<file path="src/hw/icache_config.svh">
// icache configuration
// address split, way count and word width for the two-way instruction cache
// tag 31..10, index 9..4, offset 3..0

`ifndef ICACHE_CONFIG_SVH
`define ICACHE_CONFIG_SVH

// fetch and memory address width
`define ICACHE_ADDR_W 32

// address split
`define ICACHE_TAG_W 22
`define ICACHE_INDEX_W 6   // 64 sets
`define ICACHE_OFFSET_W 4  // 16-byte lines

// associativity
`define ICACHE_WAYS 2

// one fetch word, also one bus beat
`define ICACHE_WORD_W 64

`endif

</file>
<file path="src/hw/icache_pkg.sv">
// icache package
// shared types for the instruction cache, sized from the config macros
// also holds the register map and the controller state encoding

`include "icache_config.svh"
`default_nettype none

package icache_pkg;

  typedef logic [`ICACHE_ADDR_W-1:0] addr_t;
  typedef logic [`ICACHE_TAG_W-1:0] tag_t;
  typedef logic [`ICACHE_INDEX_W-1:0] index_t;
  typedef logic [$clog2(`ICACHE_WAYS)-1:0] way_t;
  typedef logic [`ICACHE_WORD_W-1:0] word_t;

  // low word is offset 0..7, high word offset 8..15
  typedef logic [2*`ICACHE_WORD_W-1:0] line_t;

  // register bus
  typedef logic [1:0] csr_addr_t;
  typedef logic [31:0] csr_data_t;

  localparam csr_addr_t CSR_CTRL = 2'd0;    // bit 0 enable, bit 1 flush
  localparam csr_addr_t CSR_HITS = 2'd1;
  localparam csr_addr_t CSR_MISSES = 2'd2;

  typedef enum logic [2:0] {
    IDLE,
    LOOKUP,
    MISS_AR,   // line burst request
    MISS_R,    // two refill beats
    BYP_AR,    // uncached single beat request
    BYP_R,
    RESP,
    FLUSH
  } ctrl_state_t;

endpackage

`default_nettype wire

</file>
<file path="src/hw/icache_ctrl.sv">
// icache controller
// fetch FSM with tag compare, valid bits, victim choice and line refill
// disabled cache turns each fetch into an uncached single beat read
// valid bits live in flops so a flush clears them in one cycle

`include "icache_config.svh"
`default_nettype none

module icache_ctrl (
  input  logic                    clk,
  input  logic                    rst,
  // fetch side
  input  logic                    fetch_valid_i,
  input  icache_pkg::addr_t       fetch_addr_i,
  output logic                    fetch_ready_o,
  output logic                    resp_valid_o,
  output icache_pkg::word_t       resp_data_o,
  input  logic                    resp_ready_i,
  // memory side
  output logic                    mem_ar_valid_o,
  input  logic                    mem_ar_ready_i,
  output icache_pkg::addr_t       mem_ar_addr_o,
  output logic                    mem_ar_len_o,
  input  logic                    mem_r_valid_i,
  input  icache_pkg::word_t       mem_r_data_i,
  output logic                    mem_r_ready_o,
  // register block
  input  logic                    cache_en_i,
  input  logic                    flush_req_i,
  output logic                    flush_done_o,
  output logic                    hit_o,
  output logic                    miss_o,
  // tag and line rams
  output icache_pkg::index_t      ram_addr_o,
  output logic [`ICACHE_WAYS-1:0] tag_we_o,
  output logic [`ICACHE_WAYS-1:0] data_we_o,
  output icache_pkg::tag_t        tag_wdata_o,
  output icache_pkg::line_t       line_wdata_o,
  input  icache_pkg::tag_t        tag_rdata_i [`ICACHE_WAYS],
  input  icache_pkg::line_t       line_rdata_i [`ICACHE_WAYS]
);

  localparam int SETS = 1 << `ICACHE_INDEX_W;
  localparam int TAG_LSB = `ICACHE_INDEX_W + `ICACHE_OFFSET_W;
  localparam int HALF_BIT = `ICACHE_OFFSET_W - 1;  // upper or lower word of the line
  localparam int WORD_W = `ICACHE_WORD_W;

  icache_pkg::ctrl_state_t state_q;
  icache_pkg::ctrl_state_t state_d;
  logic                    rdy_q;
  logic [SETS-1:0]         valid_q [`ICACHE_WAYS];
  icache_pkg::way_t        tgl_q;   // free-running victim toggle
  logic                    beat_q;  // first refill beat seen

  icache_pkg::addr_t       addr_q;
  icache_pkg::way_t        way_q;   // way being refilled
  icache_pkg::word_t       beat0_q;
  icache_pkg::word_t       resp_q;

  icache_pkg::tag_t        addr_tag;
  icache_pkg::index_t      addr_idx;
  logic [`ICACHE_WAYS-1:0] way_hit;
  icache_pkg::way_t        hit_way;
  icache_pkg::way_t        victim;
  logic                    hit;
  logic                    accept;
  logic                    last_beat;
  logic [`ICACHE_WAYS-1:0] fill_we;

  assign addr_tag = addr_q[`ICACHE_ADDR_W-1:TAG_LSB];
  assign addr_idx = addr_q[TAG_LSB-1:`ICACHE_OFFSET_W];

  assign fetch_ready_o = rdy_q && !flush_req_i;
  assign accept        = fetch_valid_i && fetch_ready_o;
  assign last_beat     = (state_q == icache_pkg::MISS_R) && mem_r_valid_i && beat_q;

  // tag compare and victim choice, valid during LOOKUP
  always_comb begin
    hit_way = '0;
    victim  = tgl_q;  // both ways valid
    for (int w = 0; w < `ICACHE_WAYS; w++) begin
      way_hit[w] = valid_q[w][addr_idx] && (tag_rdata_i[w] == addr_tag);
      if (way_hit[w]) hit_way = icache_pkg::way_t'(w);
    end
    // lowest invalid way wins
    for (int w = `ICACHE_WAYS - 1; w >= 0; w--) begin
      if (!valid_q[w][addr_idx]) victim = icache_pkg::way_t'(w);
    end
  end

  assign hit = cache_en_i && (|way_hit);

  always_comb begin
    state_d = state_q;
    case (state_q)
      icache_pkg::IDLE: begin
        if (flush_req_i) state_d = icache_pkg::FLUSH;
        else if (accept) state_d = icache_pkg::LOOKUP;
      end
      icache_pkg::LOOKUP: begin
        if (!cache_en_i) state_d = icache_pkg::BYP_AR;
        else if (hit) state_d = icache_pkg::RESP;
        else state_d = icache_pkg::MISS_AR;
      end
      icache_pkg::MISS_AR: if (mem_ar_ready_i) state_d = icache_pkg::MISS_R;
      icache_pkg::MISS_R:  if (last_beat) state_d = icache_pkg::RESP;
      icache_pkg::BYP_AR:  if (mem_ar_ready_i) state_d = icache_pkg::BYP_R;
      icache_pkg::BYP_R:   if (mem_r_valid_i) state_d = icache_pkg::RESP;
      icache_pkg::RESP:    if (resp_ready_i) state_d = icache_pkg::IDLE;
      icache_pkg::FLUSH:   state_d = icache_pkg::IDLE;  // all valids cleared this cycle
      default:             state_d = icache_pkg::IDLE;
    endcase
  end

  always_ff @(posedge clk) begin
    if (rst) begin
      state_q <= icache_pkg::IDLE;
      rdy_q   <= 1'b0;
      tgl_q   <= '0;
      beat_q  <= 1'b0;
      for (int w = 0; w < `ICACHE_WAYS; w++) begin
        valid_q[w] <= '0;
      end
    end else begin
      state_q <= state_d;
      rdy_q   <= (state_d == icache_pkg::IDLE);
      tgl_q   <= tgl_q + 1'b1;

      if (state_q == icache_pkg::LOOKUP) beat_q <= 1'b0;
      else if (state_q == icache_pkg::MISS_R && mem_r_valid_i) beat_q <= 1'b1;

      if (state_q == icache_pkg::FLUSH) begin
        for (int w = 0; w < `ICACHE_WAYS; w++) begin
          valid_q[w] <= '0;
        end
      end else if (last_beat) begin
        valid_q[way_q][addr_idx] <= 1'b1;  // line complete
      end
    end
  end

  // payload registers
  always_ff @(posedge clk) begin
    if (accept) addr_q <= fetch_addr_i;
    if (state_q == icache_pkg::LOOKUP) way_q <= victim;
    if (state_q == icache_pkg::MISS_R && mem_r_valid_i && !beat_q) begin
      beat0_q <= mem_r_data_i;  // low word of the line
    end

    if (state_q == icache_pkg::LOOKUP && hit) begin
      resp_q <= addr_q[HALF_BIT] ? line_rdata_i[hit_way][2*WORD_W-1:WORD_W]
                                 : line_rdata_i[hit_way][WORD_W-1:0];
    end else if (last_beat) begin
      resp_q <= addr_q[HALF_BIT] ? mem_r_data_i : beat0_q;
    end else if (state_q == icache_pkg::BYP_R && mem_r_valid_i) begin
      resp_q <= mem_r_data_i;
    end
  end

  // refill writes tag and line of the chosen way together
  always_comb begin
    for (int w = 0; w < `ICACHE_WAYS; w++) begin
      fill_we[w] = last_beat && (way_q == icache_pkg::way_t'(w));
    end
  end

  assign tag_we_o     = fill_we;
  assign data_we_o    = fill_we;
  assign tag_wdata_o  = addr_tag;
  assign line_wdata_o = {mem_r_data_i, beat0_q};
  // read at the incoming index while idle so LOOKUP sees the set
  assign ram_addr_o = (state_q == icache_pkg::IDLE) ?
                      fetch_addr_i[TAG_LSB-1:`ICACHE_OFFSET_W] : addr_idx;

  assign mem_ar_valid_o = (state_q == icache_pkg::MISS_AR) || (state_q == icache_pkg::BYP_AR);
  assign mem_ar_len_o   = (state_q == icache_pkg::MISS_AR);  // two beats for a line
  assign mem_ar_addr_o  = (state_q == icache_pkg::MISS_AR) ?
                          {addr_q[`ICACHE_ADDR_W-1:`ICACHE_OFFSET_W], {`ICACHE_OFFSET_W{1'b0}}} :
                          {addr_q[`ICACHE_ADDR_W-1:HALF_BIT], {HALF_BIT{1'b0}}};
  assign mem_r_ready_o  = (state_q == icache_pkg::MISS_R) || (state_q == icache_pkg::BYP_R);

  assign resp_valid_o = (state_q == icache_pkg::RESP);
  assign resp_data_o  = resp_q;

  // a bypassed fetch counts as a miss
  assign hit_o        = (state_q == icache_pkg::LOOKUP) && hit;
  assign miss_o       = (state_q == icache_pkg::LOOKUP) && !hit;
  assign flush_done_o = (state_q == icache_pkg::FLUSH);

endmodule

`default_nettype wire

</file>
<file path="config.mk">
export PLATFORM = sky130hd
export DESIGN_NAME = icache_ctrl
export DESIGN_NICKNAME = d
export VERILOG_FILES = /design/src/hw/icache_pkg.sv /design/src/hw/icache_ctrl.sv
export VERILOG_INCLUDE_DIRS = /design/src /design/src/hw
export SDC_FILE = /design/constraint.sdc
export NUM_CORES = 1
export LEC_CHECK = 0
export ABC_AREA = 1
export BUFFER_PORTS_ARGS = -buffer_cell sky130_fd_sc_hd__buf_2
export CORE_AREA = 2 2 258 260
export CTS_BUF_LIST = sky130_fd_sc_hd__clkbuf_16
export DETAILED_ROUTE_END_ITERATION = 16
export DIE_AREA = 0 0 260 262
export GPL_ROUTABILITY_DRIVEN = 0
export SETUP_SLACK_MARGIN = 0.05
export SYNTH_ARGS = -nofsm -noshare
export SYNTH_HDL_FRONTEND = slang
export SYNTH_SLANG_ARGS = --single-unit
export TNS_END_PERCENT = 10
</file>
<file path="constraint.sdc">
create_clock -name clk -period 12.5 [get_ports clk]
set_input_delay 1.25 -clock clk [delete_from_list [all_inputs] [get_ports clk]]
set_output_delay 1.25 -clock clk [all_outputs]
set_load 0.02 [all_outputs]
</file>
==> metrics.yaml <==
status: "finished clean"
post-route-drc-count: 0
critical_path.startpoint: "addr_q[4]"
p_switching_uw: 850
crit_type: "reg -> out"
final_cell_mix: "nand2_1 (769), buf_2 (661), inv_1 (290)"
crit_path_start_kind: "register"
netSwitchingFraction_pct: 31.8
worstMarginPinSlew_ps: 1010
slew_viol_final: 0
clk_path_buf_depth: 3
via_count: 16500
syn-cell-area_sq_um: 17200
clock_skew_ps: 41.0
timing.setup.tns_ps: 0
reg2reg_slack_ps: 7580
avgSynthCellArea_sq_um: 7.74
holdPathStages: 1
timing.fmax_mhz: 184
synth.distinct_cells: 39
setup_viol: 0
numCtsBuffers: 38
overflow: 0
drt_iter0_drc: 1415
fin_crit_sh_pct: 43.5
power.density_nw_per_um2: 124
cap_violations: 0
fp.dieH_um: 262
setup_ws_ps: 7060
p_seq_share_pct: 40.5
clkPwrFrac_pct: 39.8
postCtsHoldBufs: 0
grt_first_pass_wirelength_um: 93900
r2r.worst_path.cells: 18
row_count: 94
timing.hold.ws_ps: 405
top_level_ports: 668
start_util_pct: 26.4
dieArea_sq_um: 68100
worstPathArrival_ps: 4190
cts_tree: "built"
layout-drive-gt1-share_pct: 31.0
cp.required_ps: 11250
root_buffer: "clkbuf_16"
hp-class: "reg -> reg"
ctsResizeCount: 0
post-route-min-period_ps: 5440
clk_pin_slew_worst_paths_ps: 60
path_max_fanout: 85
slew_headroom_pct: 32.7
mostFrequentLayoutCell: "nand2_1"
area_delta_synth_final_pct: 25.1
yosysWarnings: 0
reg2reg_from: "addr_q[4]"
p_comb_share_pct: 19.7
wl_um: 67700
hold_viol: 0
rsz0062_at_grt: "no"
dp_slack_ps: 7210
die_w_um: 260
coreArea_sq_um: 65300
cts.sinks: 292
final_nets: 3108
drtPass1Iterations: 8
ant_nets: 0
synth_seq_cells: 292
grtUsageTotal_pct: 18.3
min_to: "tgl_q"
critPathMaxStageDelay_ps: 550
io_buffers: 661
viasPerCell: 4.57
cpMostUsedCell: "nand2_1"
htree_num_levels: 2
grt_max_degree: 91
worstPathCellList: "buf_4, inv_2, buf_4, nand2_1, nand3_1, nand2_1, o21ai_1, nand2_1, nor2_1, nand2_4, nand2_4, nand2_1, a21boi_0, buf_2"
worstSkewPairLatency_ps: 580
rr_endpoint: "resp_data_o[12]"
p_int_uw: 1820
dp_hpwl_um: 49200
peakVddDrop_mv: 0.0732
antenna_found_initial: 11
cp_slowest_cell: "buf_4"
synth_seq_area_share_pct: 43.1
hp-start: "tgl_q"
wl_per_cell_um: 18.8
leakagePower_uw: 0.0102
synthCells: 2226
grt_pass1_vias: 14700
cp-end-kind: "output pin"
post_cts_buffers: 0
==> final cells by class <==
type / count / area (sq um)
tap: 864 / 1080
fill: 7032 / 43700
antenna: 5 / 12.5
multi-input combinational: 1394 / 7230
clock buffer: 39 / 976
inverter: 294 / 1100
clock inverter: 29 / 234
sequential: 292 / 7430
timing repair buffer: 684 / 3480
==> cells in the mapped netlist, drive strengths merged <==
master  instances  area (sq um)
a211oi          1          7.51
a21boi          1          7.51
a21oi           3          15.0
a221oi          1          8.76
and3            1          6.26
buf           199          1330
clkbuf         49           184
conb            1          3.75
dfxtp         134          2680
edfxtp        158          4740
inv           294          1100
mux2           64           721
nand2         773          2920
nand3         149           751
nand3b        129           968
nand4           7          43.8
nor2           34           133
nor3           20           156
nor3b           1          7.51
nor4            8           140
o211ai          3          22.5
o21ai          26           130
o22ai         128           801
or2            10          62.6
xnor2          21           184
xor2           11          96.3
==> routing by layer <==
| layer | vias up | part of all wire [%] | GRT usage (%) |
|---|---|---|---|
| met5 | - | 0.16 | 0 |
| met3 | 99 | 10 | 5.53 |
| met1 | 7520 | 41 | 23.9 |
| met4 | 18 | 2.3 | 5.19 |
| met2 | 795 | 46 | 29.2 |
| li1 | 8021 | - | - |
==> stage by stage <==
stage	area, sq um	std cells	total power [uW]	utilization [%]
after floorplan	17200	2228	1420	-
after global placement	20300	3528	1630	31.1
after detailed placement	20300	3528	1630	31.1
after CTS	21500	3596	2710	33.0
after global routing	21500	3596	2790	33.0
final	21500	3601	2670	33.0
==> worst max path at each step <==
stage,slack (ps),to
detailed placement,7210,resp_data_o[5]
finish,7060,miss_o
floorplan,7860,beat0_q[0]
global placement,7200,resp_data_o[5]
global route,6690,miss_o
CTS,6980,miss_o
==> power groups by stage <==
stage | clock network, uW | logic, uW | registers (uW)
after floorplan | 0 | 300 | 1120
after global placement | 0 | 525 | 1100
after detailed placement | 0 | 526 | 1100
after CTS | 1100 | 528 | 1080
after global routing | 1130 | 567 | 1080
final | 1060 | 525 | 1080
==> critical path, delay by kind of cell, from the launching register on <==
| family | cells | cell delay (ps) |
|---|---|---|
| AO/OA/AOI/OAI | 2 | 350 |
| buffers and inverters | 4 | 1370 |
| flip-flops | 1 | 360 |
| AND/OR/NAND/NOR | 8 | 1410 |
==> flip-flops by register name, summed over array words and instances, names as in the netlist <==
signal and cells:
addr_q 29, beat0_q 64, beat_q 1, rdy_q 1, resp_data_o 64, state_q 3, tgl_q 1, valid_q 128
way_q 1
==> cells by family after synthesis <==
logic type             count (synthesis)  share of synthesized area, %
buffers and inverters                542                          15.2
other                                  1                        0.0218
AND/OR/NAND/NOR                     1132                          30.1
AO/OA/AOI/OAI                        163                          5.76
flip-flops                           292                          43.1
multiplexers                          64                          4.18
XOR/XNOR                              32                          1.63
Note: power is estimated with default switching activity, not from simulation.
