===== config.mk =====
export PLATFORM = sky130hd
export DESIGN_NAME = icache_csr
export DESIGN_NICKNAME = d
export VERILOG_FILES = /design/src/hw/icache_pkg.sv /design/src/hw/icache_csr.sv
export VERILOG_INCLUDE_DIRS = /design/src /design/src/hw
export SDC_FILE = /design/constraint.sdc
export NUM_CORES = 1
export LEC_CHECK = 0
export BUFFER_PORTS_ARGS = -buffer_cell sky130_fd_sc_hd__buf_2
export CORE_MARGIN = 3
export CORE_UTILIZATION = 40
export CTS_CLUSTER_SIZE = 12
export DETAILED_ROUTE_END_ITERATION = 10
export HOLD_SLACK_MARGIN = 0.03
export PLACE_DENSITY = 0.66
export SYNTH_ARGS = -nofsm -noshare
export SYNTH_HDL_FRONTEND = slang
export SYNTH_SLANG_ARGS = --single-unit
export TNS_END_PERCENT = 10

===== constraint.sdc =====
create_clock -name clk -period 2.56 [get_ports clk]
set_input_delay 0.256 -clock clk [delete_from_list [all_inputs] [get_ports clk]]
set_output_delay 0.256 -clock clk [all_outputs]
set_load 0.005 [all_outputs]

===== src/hw/icache_config.svh =====
// icache configuration
// address split, way count and word width for the two-way instruction cache
// tag 31..10, index 9..4, offset 3..0

`ifndef ICACHE_CONFIG_SVH
`define ICACHE_CONFIG_SVH

// fetch and memory address width
`define ICACHE_ADDR_W 32

// address split
`define ICACHE_TAG_W 22
`define ICACHE_INDEX_W 6   // 64 sets
`define ICACHE_OFFSET_W 4  // 16-byte lines

// associativity
`define ICACHE_WAYS 2

// one fetch word, also one bus beat
`define ICACHE_WORD_W 64

`endif


===== src/hw/icache_pkg.sv =====
// icache package
// shared types for the instruction cache, sized from the config macros
// also holds the register map and the controller state encoding

`include "icache_config.svh"
`default_nettype none

package icache_pkg;

  typedef logic [`ICACHE_ADDR_W-1:0] addr_t;
  typedef logic [`ICACHE_TAG_W-1:0] tag_t;
  typedef logic [`ICACHE_INDEX_W-1:0] index_t;
  typedef logic [$clog2(`ICACHE_WAYS)-1:0] way_t;
  typedef logic [`ICACHE_WORD_W-1:0] word_t;

  // low word is offset 0..7, high word offset 8..15
  typedef logic [2*`ICACHE_WORD_W-1:0] line_t;

  // register bus
  typedef logic [1:0] csr_addr_t;
  typedef logic [31:0] csr_data_t;

  localparam csr_addr_t CSR_CTRL = 2'd0;    // bit 0 enable, bit 1 flush
  localparam csr_addr_t CSR_HITS = 2'd1;
  localparam csr_addr_t CSR_MISSES = 2'd2;

  typedef enum logic [2:0] {
    IDLE,
    LOOKUP,
    MISS_AR,   // line burst request
    MISS_R,    // two refill beats
    BYP_AR,    // uncached single beat request
    BYP_R,
    RESP,
    FLUSH
  } ctrl_state_t;

endpackage

`default_nettype wire


===== src/hw/icache_csr.sv =====
// icache register block
// enable bit, pending flush flag and saturating hit / miss counters
// reads are combinational from the register select

`default_nettype none

module icache_csr (
  input  logic                  clk,
  input  logic                  rst,
  input  logic                  csr_we_i,
  input  icache_pkg::csr_addr_t csr_addr_i,
  input  icache_pkg::csr_data_t csr_wdata_i,
  output icache_pkg::csr_data_t csr_rdata_o,
  input  logic                  hit_i,
  input  logic                  miss_i,
  input  logic                  flush_done_i,
  output logic                  cache_en_o,
  output logic                  flush_req_o
);

  logic                  en_q;
  logic                  flush_pend_q;
  icache_pkg::csr_data_t hit_cnt_q;
  icache_pkg::csr_data_t miss_cnt_q;

  // counters stick at all ones
  function automatic icache_pkg::csr_data_t sat_inc(icache_pkg::csr_data_t cnt);
    return (&cnt) ? cnt : cnt + 1'b1;
  endfunction

  always_ff @(posedge clk) begin
    if (rst) begin
      en_q         <= 1'b1;  // cache comes up enabled
      flush_pend_q <= 1'b0;
      hit_cnt_q    <= '0;
      miss_cnt_q   <= '0;
    end else begin
      if (flush_done_i) flush_pend_q <= 1'b0;

      if (csr_we_i && csr_addr_i == icache_pkg::CSR_CTRL) begin
        en_q <= csr_wdata_i[0];
        if (csr_wdata_i[1]) flush_pend_q <= 1'b1;  // new command wins over done
      end

      if (csr_we_i && csr_addr_i == icache_pkg::CSR_HITS) hit_cnt_q <= '0;
      else if (hit_i) hit_cnt_q <= sat_inc(hit_cnt_q);

      if (csr_we_i && csr_addr_i == icache_pkg::CSR_MISSES) miss_cnt_q <= '0;
      else if (miss_i) miss_cnt_q <= sat_inc(miss_cnt_q);
    end
  end

  always_comb begin
    case (csr_addr_i)
      icache_pkg::CSR_CTRL:   csr_rdata_o = {30'd0, flush_pend_q, en_q};
      icache_pkg::CSR_HITS:   csr_rdata_o = hit_cnt_q;
      icache_pkg::CSR_MISSES: csr_rdata_o = miss_cnt_q;
      default:                csr_rdata_o = '0;
    endcase
  end

  assign cache_en_o  = en_q;
  assign flush_req_o = flush_pend_q;

endmodule

`default_nettype wire


==> results of run 1 <==
==> registers in the layout, summed over array words and instances (netlist names) <==
register	cells
miss_cnt_q	32
hit_cnt_q	32
flush_req_o	1
cache_en_o	1
==> worst max-delay path, cell delays in order, from the launching register on <==
cell and delay [ps]:
dfxtp_1 470, nand4_1 290, nor3_1 450, o21ai_1 300, or3_1 420, a21oi_1 150
==> area by class of cell <==
type	count	share of cell area (%)
multi-input cells	375	53.2
flip-flops and latches	66	30.5
repair buffers	57	7.69
clock buffers	11	3.27
well taps	108	3.12
clock inverters	5	1.79
inverters	5	0.434
==> worst max path at each step <==
stage | endpoint | slack (ps) | depth (start not counted)
after global placement | hit_cnt_q[23] | 430 | 5
final | hit_cnt_q[28] | 410 | 5
after global routing | hit_cnt_q[23] | 210 | 5
after detailed placement | hit_cnt_q[28] | 390 | 5
after CTS | hit_cnt_q[28] | 380 | 5
after floorplan | hit_cnt_q[29] | 620 | 5
==> power by group <==
group          internal, mW  switching (mW)  total (mW)
sequential             1.03         0.00848        1.04
combinational        0.0293          0.0650      0.0943
clock                 0.572           0.419       0.991
total                  1.63           0.492        2.13
==> cell usage in the layout (no fill, tap or decap), drive strengths merged, types with 2 or more instances in the layout <==
cell	synthesis	routed
mux2i	4	4
a21o	3	3
nand2b	2	2
o211ai	4	4
nand3	30	30
dfxtp	66	66
nor4	4	4
and4	8	8
or4	14	14
and2	7	7
o311ai	2	2
and3	16	16
a22o	30	30
or3	32	32
xnor2	4	4
o21ai	39	39
a21oi	47	47
clkbuf	26	11
a31oi	2	2
buf	2	57
nor2	23	23
nor3	8	8
a211oi	2	2
nand2	36	36
nor2b	4	4
inv	5	5
o31ai	9	9
clkinv	0	2
bufinv	0	2
xor2	7	7
nand4	27	27
ha	2	2
==> cell families after synthesis <==
family	synth area share (%)
multiplexers	1.07
adder cells (fa/ha/maj)	0.668
AO/OA/AOI/OAI	24.6
XOR/XNOR	2.57
flip-flops	35.3
AND/OR/NAND/NOR	32.5
buffers and inverters	3.38
==> through the flow <==
stage               power, mW  worst slack [ps]  util, %  area [um2]  instances
floorplan                1.12               625        -        3740        474
global placement         1.16               435     46.2        4110        611
detailed placement       1.16               393     46.2        4110        611
CTS                      2.13               382     48.7        4330        627
global route             2.20               213     48.7        4330        627
finish                   2.13               406     48.7        4330        627
==> routing by layer <==
metal / global-route usage (%) / part of all wire, % / vias up / wire length (um)
li1: - / - / 1902 / -
met4: 7.37 / 1.9 / 0 / 201
met5: 0 / 0 / - / 0
met1: 29.5 / 44 / 1879 / 4780
met2: 34.6 / 49 / 120 / 5320
met3: 3.52 / 5.0 / 19 / 545
==> flow_summary.toml, run 1 <==
[routing]
wirelength_mm = 10.8
ant_nets = 0
remaining_drc_errors = 0
first_iter_violations = 220
route.vias.total = 3920
viasPerCell = 6.25
first_pass_iters = 5
wl_per_cell_um = 17.3

[sta]
period_minus_slack_ps = 2150
setup_viol_count_final = 0
worst_pin_slew_ps = 537
skew_ps = 9.41
period_share_pct = 84.1
hold_violations = 0
max_freq_mhz = 464
grt_setup_unrepaired = "false"
tns_ps = 0
relSlewSlack_pct = 63.9
whs_ps = 115
slew_viol_final = 0

[cells_and_area]
register_area_um2 = 1320
drive_gt1_share_pct = 15.8
area_growth_pct = 15.6
multi_input_area_um2 = 2300
fill_cells = 884
diodes = 0
layout.nets = 556

[power]
max-vdd-ir-drop_mv = 0.212
powerDensity_nw_per_um2 = 491
p_leak_nw = 1.52

[synth]
ys_seq_area_share_pct = 35.3
yosys_most_used_dff = "dfxtp_1"
synth_cells = 474
yosys.area.top_type_share_pct = 35.3
yosysMostFrequentCell = "dfxtp_1"
ys_ff_latch = 66
synth_cell_type_count = 45
async_flop_share_pct = 0
syn_nets = 516
yosysTopAreaCell = "dfxtp_1"
synth-edff-count = 0
syn_avg_cell_area_um2 = 7.90
yosysWarningCount = 0
synth_area_um2 = 3740
synthTopCellsByCount = "dfxtp_1, a21oi_1, o21ai_0"
synthTopCellsByArea = "dfxtp_1, a22o_1, a21oi_1, or3_1, o21ai_0"

[clock_tree]
ctsHoldBuffers = 0
htreeDepth = 3
clock_sinks = 66
clkSlewWorstSetupHoldPaths_ps = 70
cts_root_buf = "clkbuf_8"
cts_buffers = 9
insertion_delay_ps = 350
cts_resized = 0
clock_path_buffers = 2
post-cts-setup-buffer-count = 0
tritoncts = "done"

[floorplanning]
die-width_um = 103
dieHeight_um = 103
core_um2 = 8890
die_area_um2 = 10600
rows = 34
start_util_pct = 42.1
ioPinCount = 74

[critical_path]
r2r_start = "hit_cnt_q[4]"
reg2reg_slack_ps = 410
cp.arrival_ps = 2430
reg2reg_depth = 5
r2r-end = "hit_cnt_q[28]"
endpoint_kind = "flip-flop"
crit_fanout = 9
crit_required_ps = 2840
startpoint_type = "flip-flop"
critical_path_class = "flip-flop to flip-flop"
crit_start = "hit_cnt_q[4]"

[global_route]
antenna_found_initial = 0
track_usage_pct = 21.5
grt_first_pass_wirelength_mm = 18.0
grt_pass1_vias = 3562
grt_overflow = 0
grt_max_degree = 34

[run_status]
outcome = "complete, no violations"

[placed_design]
io_buffers = 43
place_congestion = 0.917
dp_hpwl_mm = 7.88

[min_path]
min_from = "csr_wdata_i[0]"
holdPathEnd = "cache_en_o"
holdPathStages = 2
hp-class = "primary input to flip-flop"

[job]
max_cap_violations = 0
No activity file was read; power rests on OpenSTA's default activity.
==> run 2: changes to the inputs <==
Settings changed: ABC_AREA set to 1, PLACE_DENSITY 0.66 to 0.65.
Clock period 2.56 ns to 2.1 ns, I/O delays scaled along.
==> run 2 against run 1 <==
Critical path depth increased by 5. Non-clock buffer count increased by 7. Global-route usage increased by 0.080 points. Routed wire length increased by 24%. Clock skew decreased by 1.4 ps. Die area increased by 18%. Synthesized cell count increased by 62%. Clock power increased by 4%. Flip-flop and latch count unchanged. Largest cell class unchanged. Largest power group unchanged. Highest routed layer unchanged.
==> flow_summary.toml, run 2 <==
[cells_and_area]
final_common_cell = "nand2_1"
fill_cells = 1117
final_core_util_pct = 48.1
register_area_um2 = 1320
layout.nets = 858
layout_common_cells = "nand2_1, nor2_1, nand3_1"
drive_gt1_share_pct = 12.1
multi_input_area_um2 = 2730
top_regs = "hit_cnt_q (32), miss_cnt_q (32)"
diodes = 0
area_growth_pct = 13.8
final_cells = 957

[placed_design]
place_congestion = 0.947
dp_hpwl_mm = 10.2
io_buffers = 43
placed_cells = 939

[routing]
first_iter_violations = 357
wl_per_cell_um = 14.0
ant_nets = 0
remaining_drc_errors = 0
wirelength_mm = 13.4
first_pass_iters = 5
route.vias.total = 4954
viasPerCell = 5.18

[synth]
syn_avg_cell_area_um2 = 5.82
ys_ff_latch = 66
synthTopCellsByCount = "nand2_1, nor2_1, nand3_1"
ys_seq_area_share_pct = 29.6
synth_area_um2 = 4460
synth_cells = 766
yosys_most_used_dff = "dfxtp_1"
syn_nets = 808
synth-edff-count = 0
yosysMostFrequentCell = "nand2_1"
synthTopCellsByArea = "dfxtp_1, nand2_1, nand3_1, nor2_1, inv_1"
async_flop_share_pct = 0
yosys.area.top_type_share_pct = 29.6
yosysWarningCount = 0
yosysTopAreaCell = "dfxtp_1"
synth_cell_type_count = 32

[floorplanning]
start_util_pct = 42.2
dieHeight_um = 112
rows = 37
die_area_um2 = 12400
ioPinCount = 74
core_um2 = 10600
die-width_um = 112

[sta]
relSlewSlack_pct = 56.7
slew_viol_final = 0
tns_ps = 0
period_share_pct = 88.3
period_minus_slack_ps = 1850
grt_setup_unrepaired = "false"
setup_viol_count_final = 0
skew_ps = 8.04
worst_pin_slew_ps = 649
hold_violations = 0
max_freq_mhz = 539

[job]
max_cap_violations = 0

[critical_path]
crit_fanout = 15
endpoint_kind = "flip-flop"
crit_required_ps = 2350
reg2reg_depth = 10
critical_path_class = "flip-flop to flip-flop"
cp.arrival_ps = 2100
startpoint_type = "flip-flop"

[power]
comb_power_share_pct = 6.7
finalPower_mw = 2.46
clkPwrFrac_pct = 41.7
pwr-share-seq_pct = 51.6
powerDensity_nw_per_um2 = 485
p_sw_mw = 0.626
p_leak_nw = 2.22
max-vdd-ir-drop_mv = 0.391
internal_power_mw = 1.83
switching_share_pct = 25.5

[global_route]
grt_overflow = 0
track_usage_pct = 21.6
antenna_found_initial = 0
grt_first_pass_wirelength_mm = 22.2
grt_max_degree = 29
grt_pass1_vias = 4628

[min_path]
hp-class = "primary input to flip-flop"
holdPathStages = 3

[clock_tree]
clock_sinks = 66
tritoncts = "done"
clock_path_buffers = 2
htreeDepth = 3
cts_buffers = 9
cts_root_buf = "clkbuf_8"
insertion_delay_ps = 360
clkSlewWorstSetupHoldPaths_ps = 70

[run_status]
outcome = "complete, no violations"
run 2: changes by cell type after synthesis, moves of 8 or more:
cell	before	now
o31ai_1	9	0
nor2_1	23	141
nand4_1	27	14
a22o_1	30	0
nand2_1	36	213
or3_1	32	0
and3_1	15	1
clkbuf_1	26	14
and4_1	8	0
nand3_1	29	110
o21ai_0	38	19
or4_1	13	0
inv_1	5	75
run 2: cells by family (layout without fill, tap and decap cells):
logic type                 after synthesis  in the layout  synth area share [%]
buffers and inverters                  104            158                  9.71
adders and majority gates                2              2                 0.561
and+or+nand+nor                        504            505                  48.7
DFF                                     66             66                  29.6
xor gates and xnor gates                12             12                  2.36
AOI/OAI and AO/OA                       78             78                  9.07
run 2: timing repair:
action                                  4_1_cts  5_1_grt
endpoints found under the setup margin        0        5
setup buffers                                 0        0
hold buffers                                  1        0
gates resized for setup                       0        2
endpoints found under the hold margin         1        0
run 2: worst paths after layout:
| check | startpoint | to | slack (ps) |
|---|---|---|---|
| max | miss_cnt_q[1] | miss_cnt_q[7] | 250 |
| min | csr_wdata_i[0] | cache_en_o | 70 |
| max reg2reg | miss_cnt_q[1] | miss_cnt_q[7] | 250 |
| min reg2reg | flush_req_o | flush_req_o | 500 |
run 2: critical path, cell delays in order, from the launching register on:
cell and delay (ps):
dfxtp_1 400, ha_1 230, nand2_1 80, nor2_2 170
nand2_1 120, nor2_1 150, nand2_1 100, nand2_4 130
inv_2 150, o21ai_0 170, nor2_1 50
run 2: power groups by stage:
stage / Clock, mW / Sequential, mW / Combinational (mW)
global route: 1.10 / 1.27 / 0.184
global placement: 0 / 1.30 / 0.158
CTS: 1.05 / 1.27 / 0.163
finish: 1.03 / 1.27 / 0.164
detailed placement: 0 / 1.30 / 0.161
floorplan: 0 / 1.30 / 0.114
run 2: area by class of cell:
class | instances | share of cell area (%)
Clock buffer | 14 | 3.40
Sequential cell | 66 | 26.0
Inverter | 78 | 5.77
Clock inverter | 2 | 0.197
Tap cell | 136 | 3.35
Timing Repair Buffer | 64 | 7.40
Multi-Input combinational cell | 597 | 53.8
run 2: metrics by stage:
step / hold slack, ps / cell area [um2] / setup slack [ps]
floorplan: 279 / 4460 / 532
global placement: 386 / 4850 / 252
detailed placement: 395 / 4850 / 212
CTS: 56.8 / 5040 / 192
global route: 69.6 / 5070 / 54.7
finish: 69.0 / 5070 / 246
run 2: layer usage:
layer,track usage [%],vias up,wire length (um)
met3,4.40,20,652
met4,6.97,0,260
met5,0,-,0
met1,27.7,2229,5990
met2,36.6,140,6500
li1,-,2565,-
==> run 3: changes to the inputs <==
Settings changed: REMOVE_ABC_BUFFERS set to 1, SETUP_SLACK_MARGIN set to 0.3.
==> run 3 against run 2 <==
First-iteration DRC count decreased by 28%. Combinational power increased by 6%. Register-to-register slack improved by 130 ps. Worst setup slack improved by 130 ps. Critical path type unchanged. Largest power group unchanged. Largest cell class unchanged.
==> flow_summary.toml, run 3 (synthesis results as in run 2) <==
[sta]
relSlewSlack_pct = 56.1
setup_viol_count_final = 0
skew_ps = 7.14
hold_violations = 0
period_share_pct = 82.0
max_freq_mhz = 581
worst_pin_slew_ps = 657
tns_ps = 0
grt_setup_unrepaired = "true"
setup_ws_ps = 377
whs_ps = 63.2
period_minus_slack_ps = 1720
slew_viol_final = 0

[floorplanning]
die-width_um = 112
ioPinCount = 74
dieHeight_um = 112
start_util_pct = 42.2
rows = 37
core_um2 = 10600
die_area_um2 = 12400

[routing]
wl_per_cell_um = 13.9
route.vias.total = 4939
ant_nets = 0
first_pass_iters = 5
wirelength_mm = 13.3
viasPerCell = 5.14
first_iter_violations = 257
remaining_drc_errors = 0

[cells_and_area]
top_regs = "hit_cnt_q (32), miss_cnt_q (32)"
final_common_cell = "nand2_1"
layout_common_cells = "nand2_1, nor2_1, nand3_1"
drive_gt1_share_pct = 14.2
final_cells = 960
final_core_util_pct = 49.0
layout.nets = 861
area_growth_pct = 16.1
diodes = 0

[job]
max_cap_violations = 0

[critical_path]
r2r-end = "miss_cnt_q[28]"
reg2reg_slack_ps = 380
r2r_start = "miss_cnt_q[0]"
crit_fanout = 14
crit_required_ps = 2350
crit_path_cell_trace = "ha_4, nand2_1, nor2_4, nand2_2, nor2_4, nand3b_4, a21oi_1, nor2_1"
max_stage_delay_ps = 380
startpoint_type = "flip-flop"
cp.arrival_ps = 1970
reg2reg_depth = 8
endpoint_kind = "flip-flop"
cpMaxStageDelayCell = "dfxtp_1"
cpMostUsedCell = "nor2_4"
critical_path_class = "flip-flop to flip-flop"

[global_route]
met1_usage_pct = 26.1
grt_pass1_vias = 4630
met2_usage_pct = 37.4
antenna_found_initial = 0
grt_overflow = 0
use_met3_pct = 3.64
track_usage_pct = 21.2
grt.busiest_layer = "met2"
grt_max_degree = 29
grt_first_pass_wirelength_mm = 21.7

[clock_tree]
htreeDepth = 3
cts_root_buf = "clkbuf_8"
clkSlewWorstSetupHoldPaths_ps = 70
clock_path_buffers = 2
insertion_delay_ps = 360
tritoncts = "done"
cts_buffers = 9
clock_sinks = 66

[run_status]
outcome = "complete, no violations"

[power]
powerDensity_nw_per_um2 = 476
max-vdd-ir-drop_mv = 0.421
p_leak_nw = 2.28

[min_path]
hp-class = "primary input to flip-flop"
min_from = "csr_wdata_i[0]"
holdPathEnd = "cache_en_o"
holdPathStages = 3

[placed_design]
place_congestion = 0.975
placed_cells = 937
pre_cts_slack_ps = 228
io_buffers = 43
dp_hpwl_mm = 10.0
run 3: cell types whose count changed in the layout (fill, tap and decap cells not counted), moves of 2 or more:
cell | previous run | this run
buf_6 | 0 | 2
nand3b_4 | 3 | 5
dfxtp_2 | 0 | 4
nor2_2 | 6 | 12
ha_1 | 2 | 0
dfxtp_1 | 66 | 62
nor2_1 | 141 | 134
run 3: timing repair:
action,4_1_cts,5_1_grt
pin swaps,1,7
gates resized for setup,4,21
setup endpoints to repair,38,58
hold buffers,1,0
endpoints found under the hold margin,1,0
gates cloned,0,3
setup buffers,0,3
run 3: layout make-up:
type	instances	area, um2
clock inverter	2	10.0
multi-input combinational	599	2810
fill	1123	5380
clock buffer	14	173
timing repair buffer	65	390
tap	136	170
inverter	78	295
sequential	66	1330
run 3: routing by layer:
layer  wire, um  part of all wire [%]
met3        572                   4.3
met1       5910                    44
met4        285                   2.1
met2       6560                    49
met5          0                     0
run 3: how the worst max path moves through the flow:
stage	cells past startpoint	endpoint	slack [ps]	startpoint
after global routing	10	hit_cnt_q[2]	220	hit_cnt_q[0]
after global placement	10	miss_cnt_q[4]	240	miss_cnt_q[1]
after floorplan	9	hit_cnt_q[2]	210	hit_cnt_q[0]
after detailed placement	10	miss_cnt_q[19]	230	miss_cnt_q[1]
after CTS	10	miss_cnt_q[19]	260	miss_cnt_q[1]
final	8	miss_cnt_q[28]	380	miss_cnt_q[0]
run 3: through the flow:
step                cell area, um2  total power [mW]
floorplan                     4320              1.38
finish                        5180              2.47
CTS                           5050              2.48
global placement              4840              1.46
detailed placement            4840              1.46
global route                  5180              2.55
run 3: where the power goes:
part	internal (mW)	switching, mW	total (mW)
combinational	0.0568	0.117	0.174
clock	0.523	0.497	1.02
sequential	1.26	0.0107	1.27
total	1.84	0.625	2.47
run 3: critical path, delay by kind of cell (launching register included):
kind            cells  cell delay (ps)
fa+ha+maj           1              160
flops               1              380
compound gates      1              210
simple gates        6              860
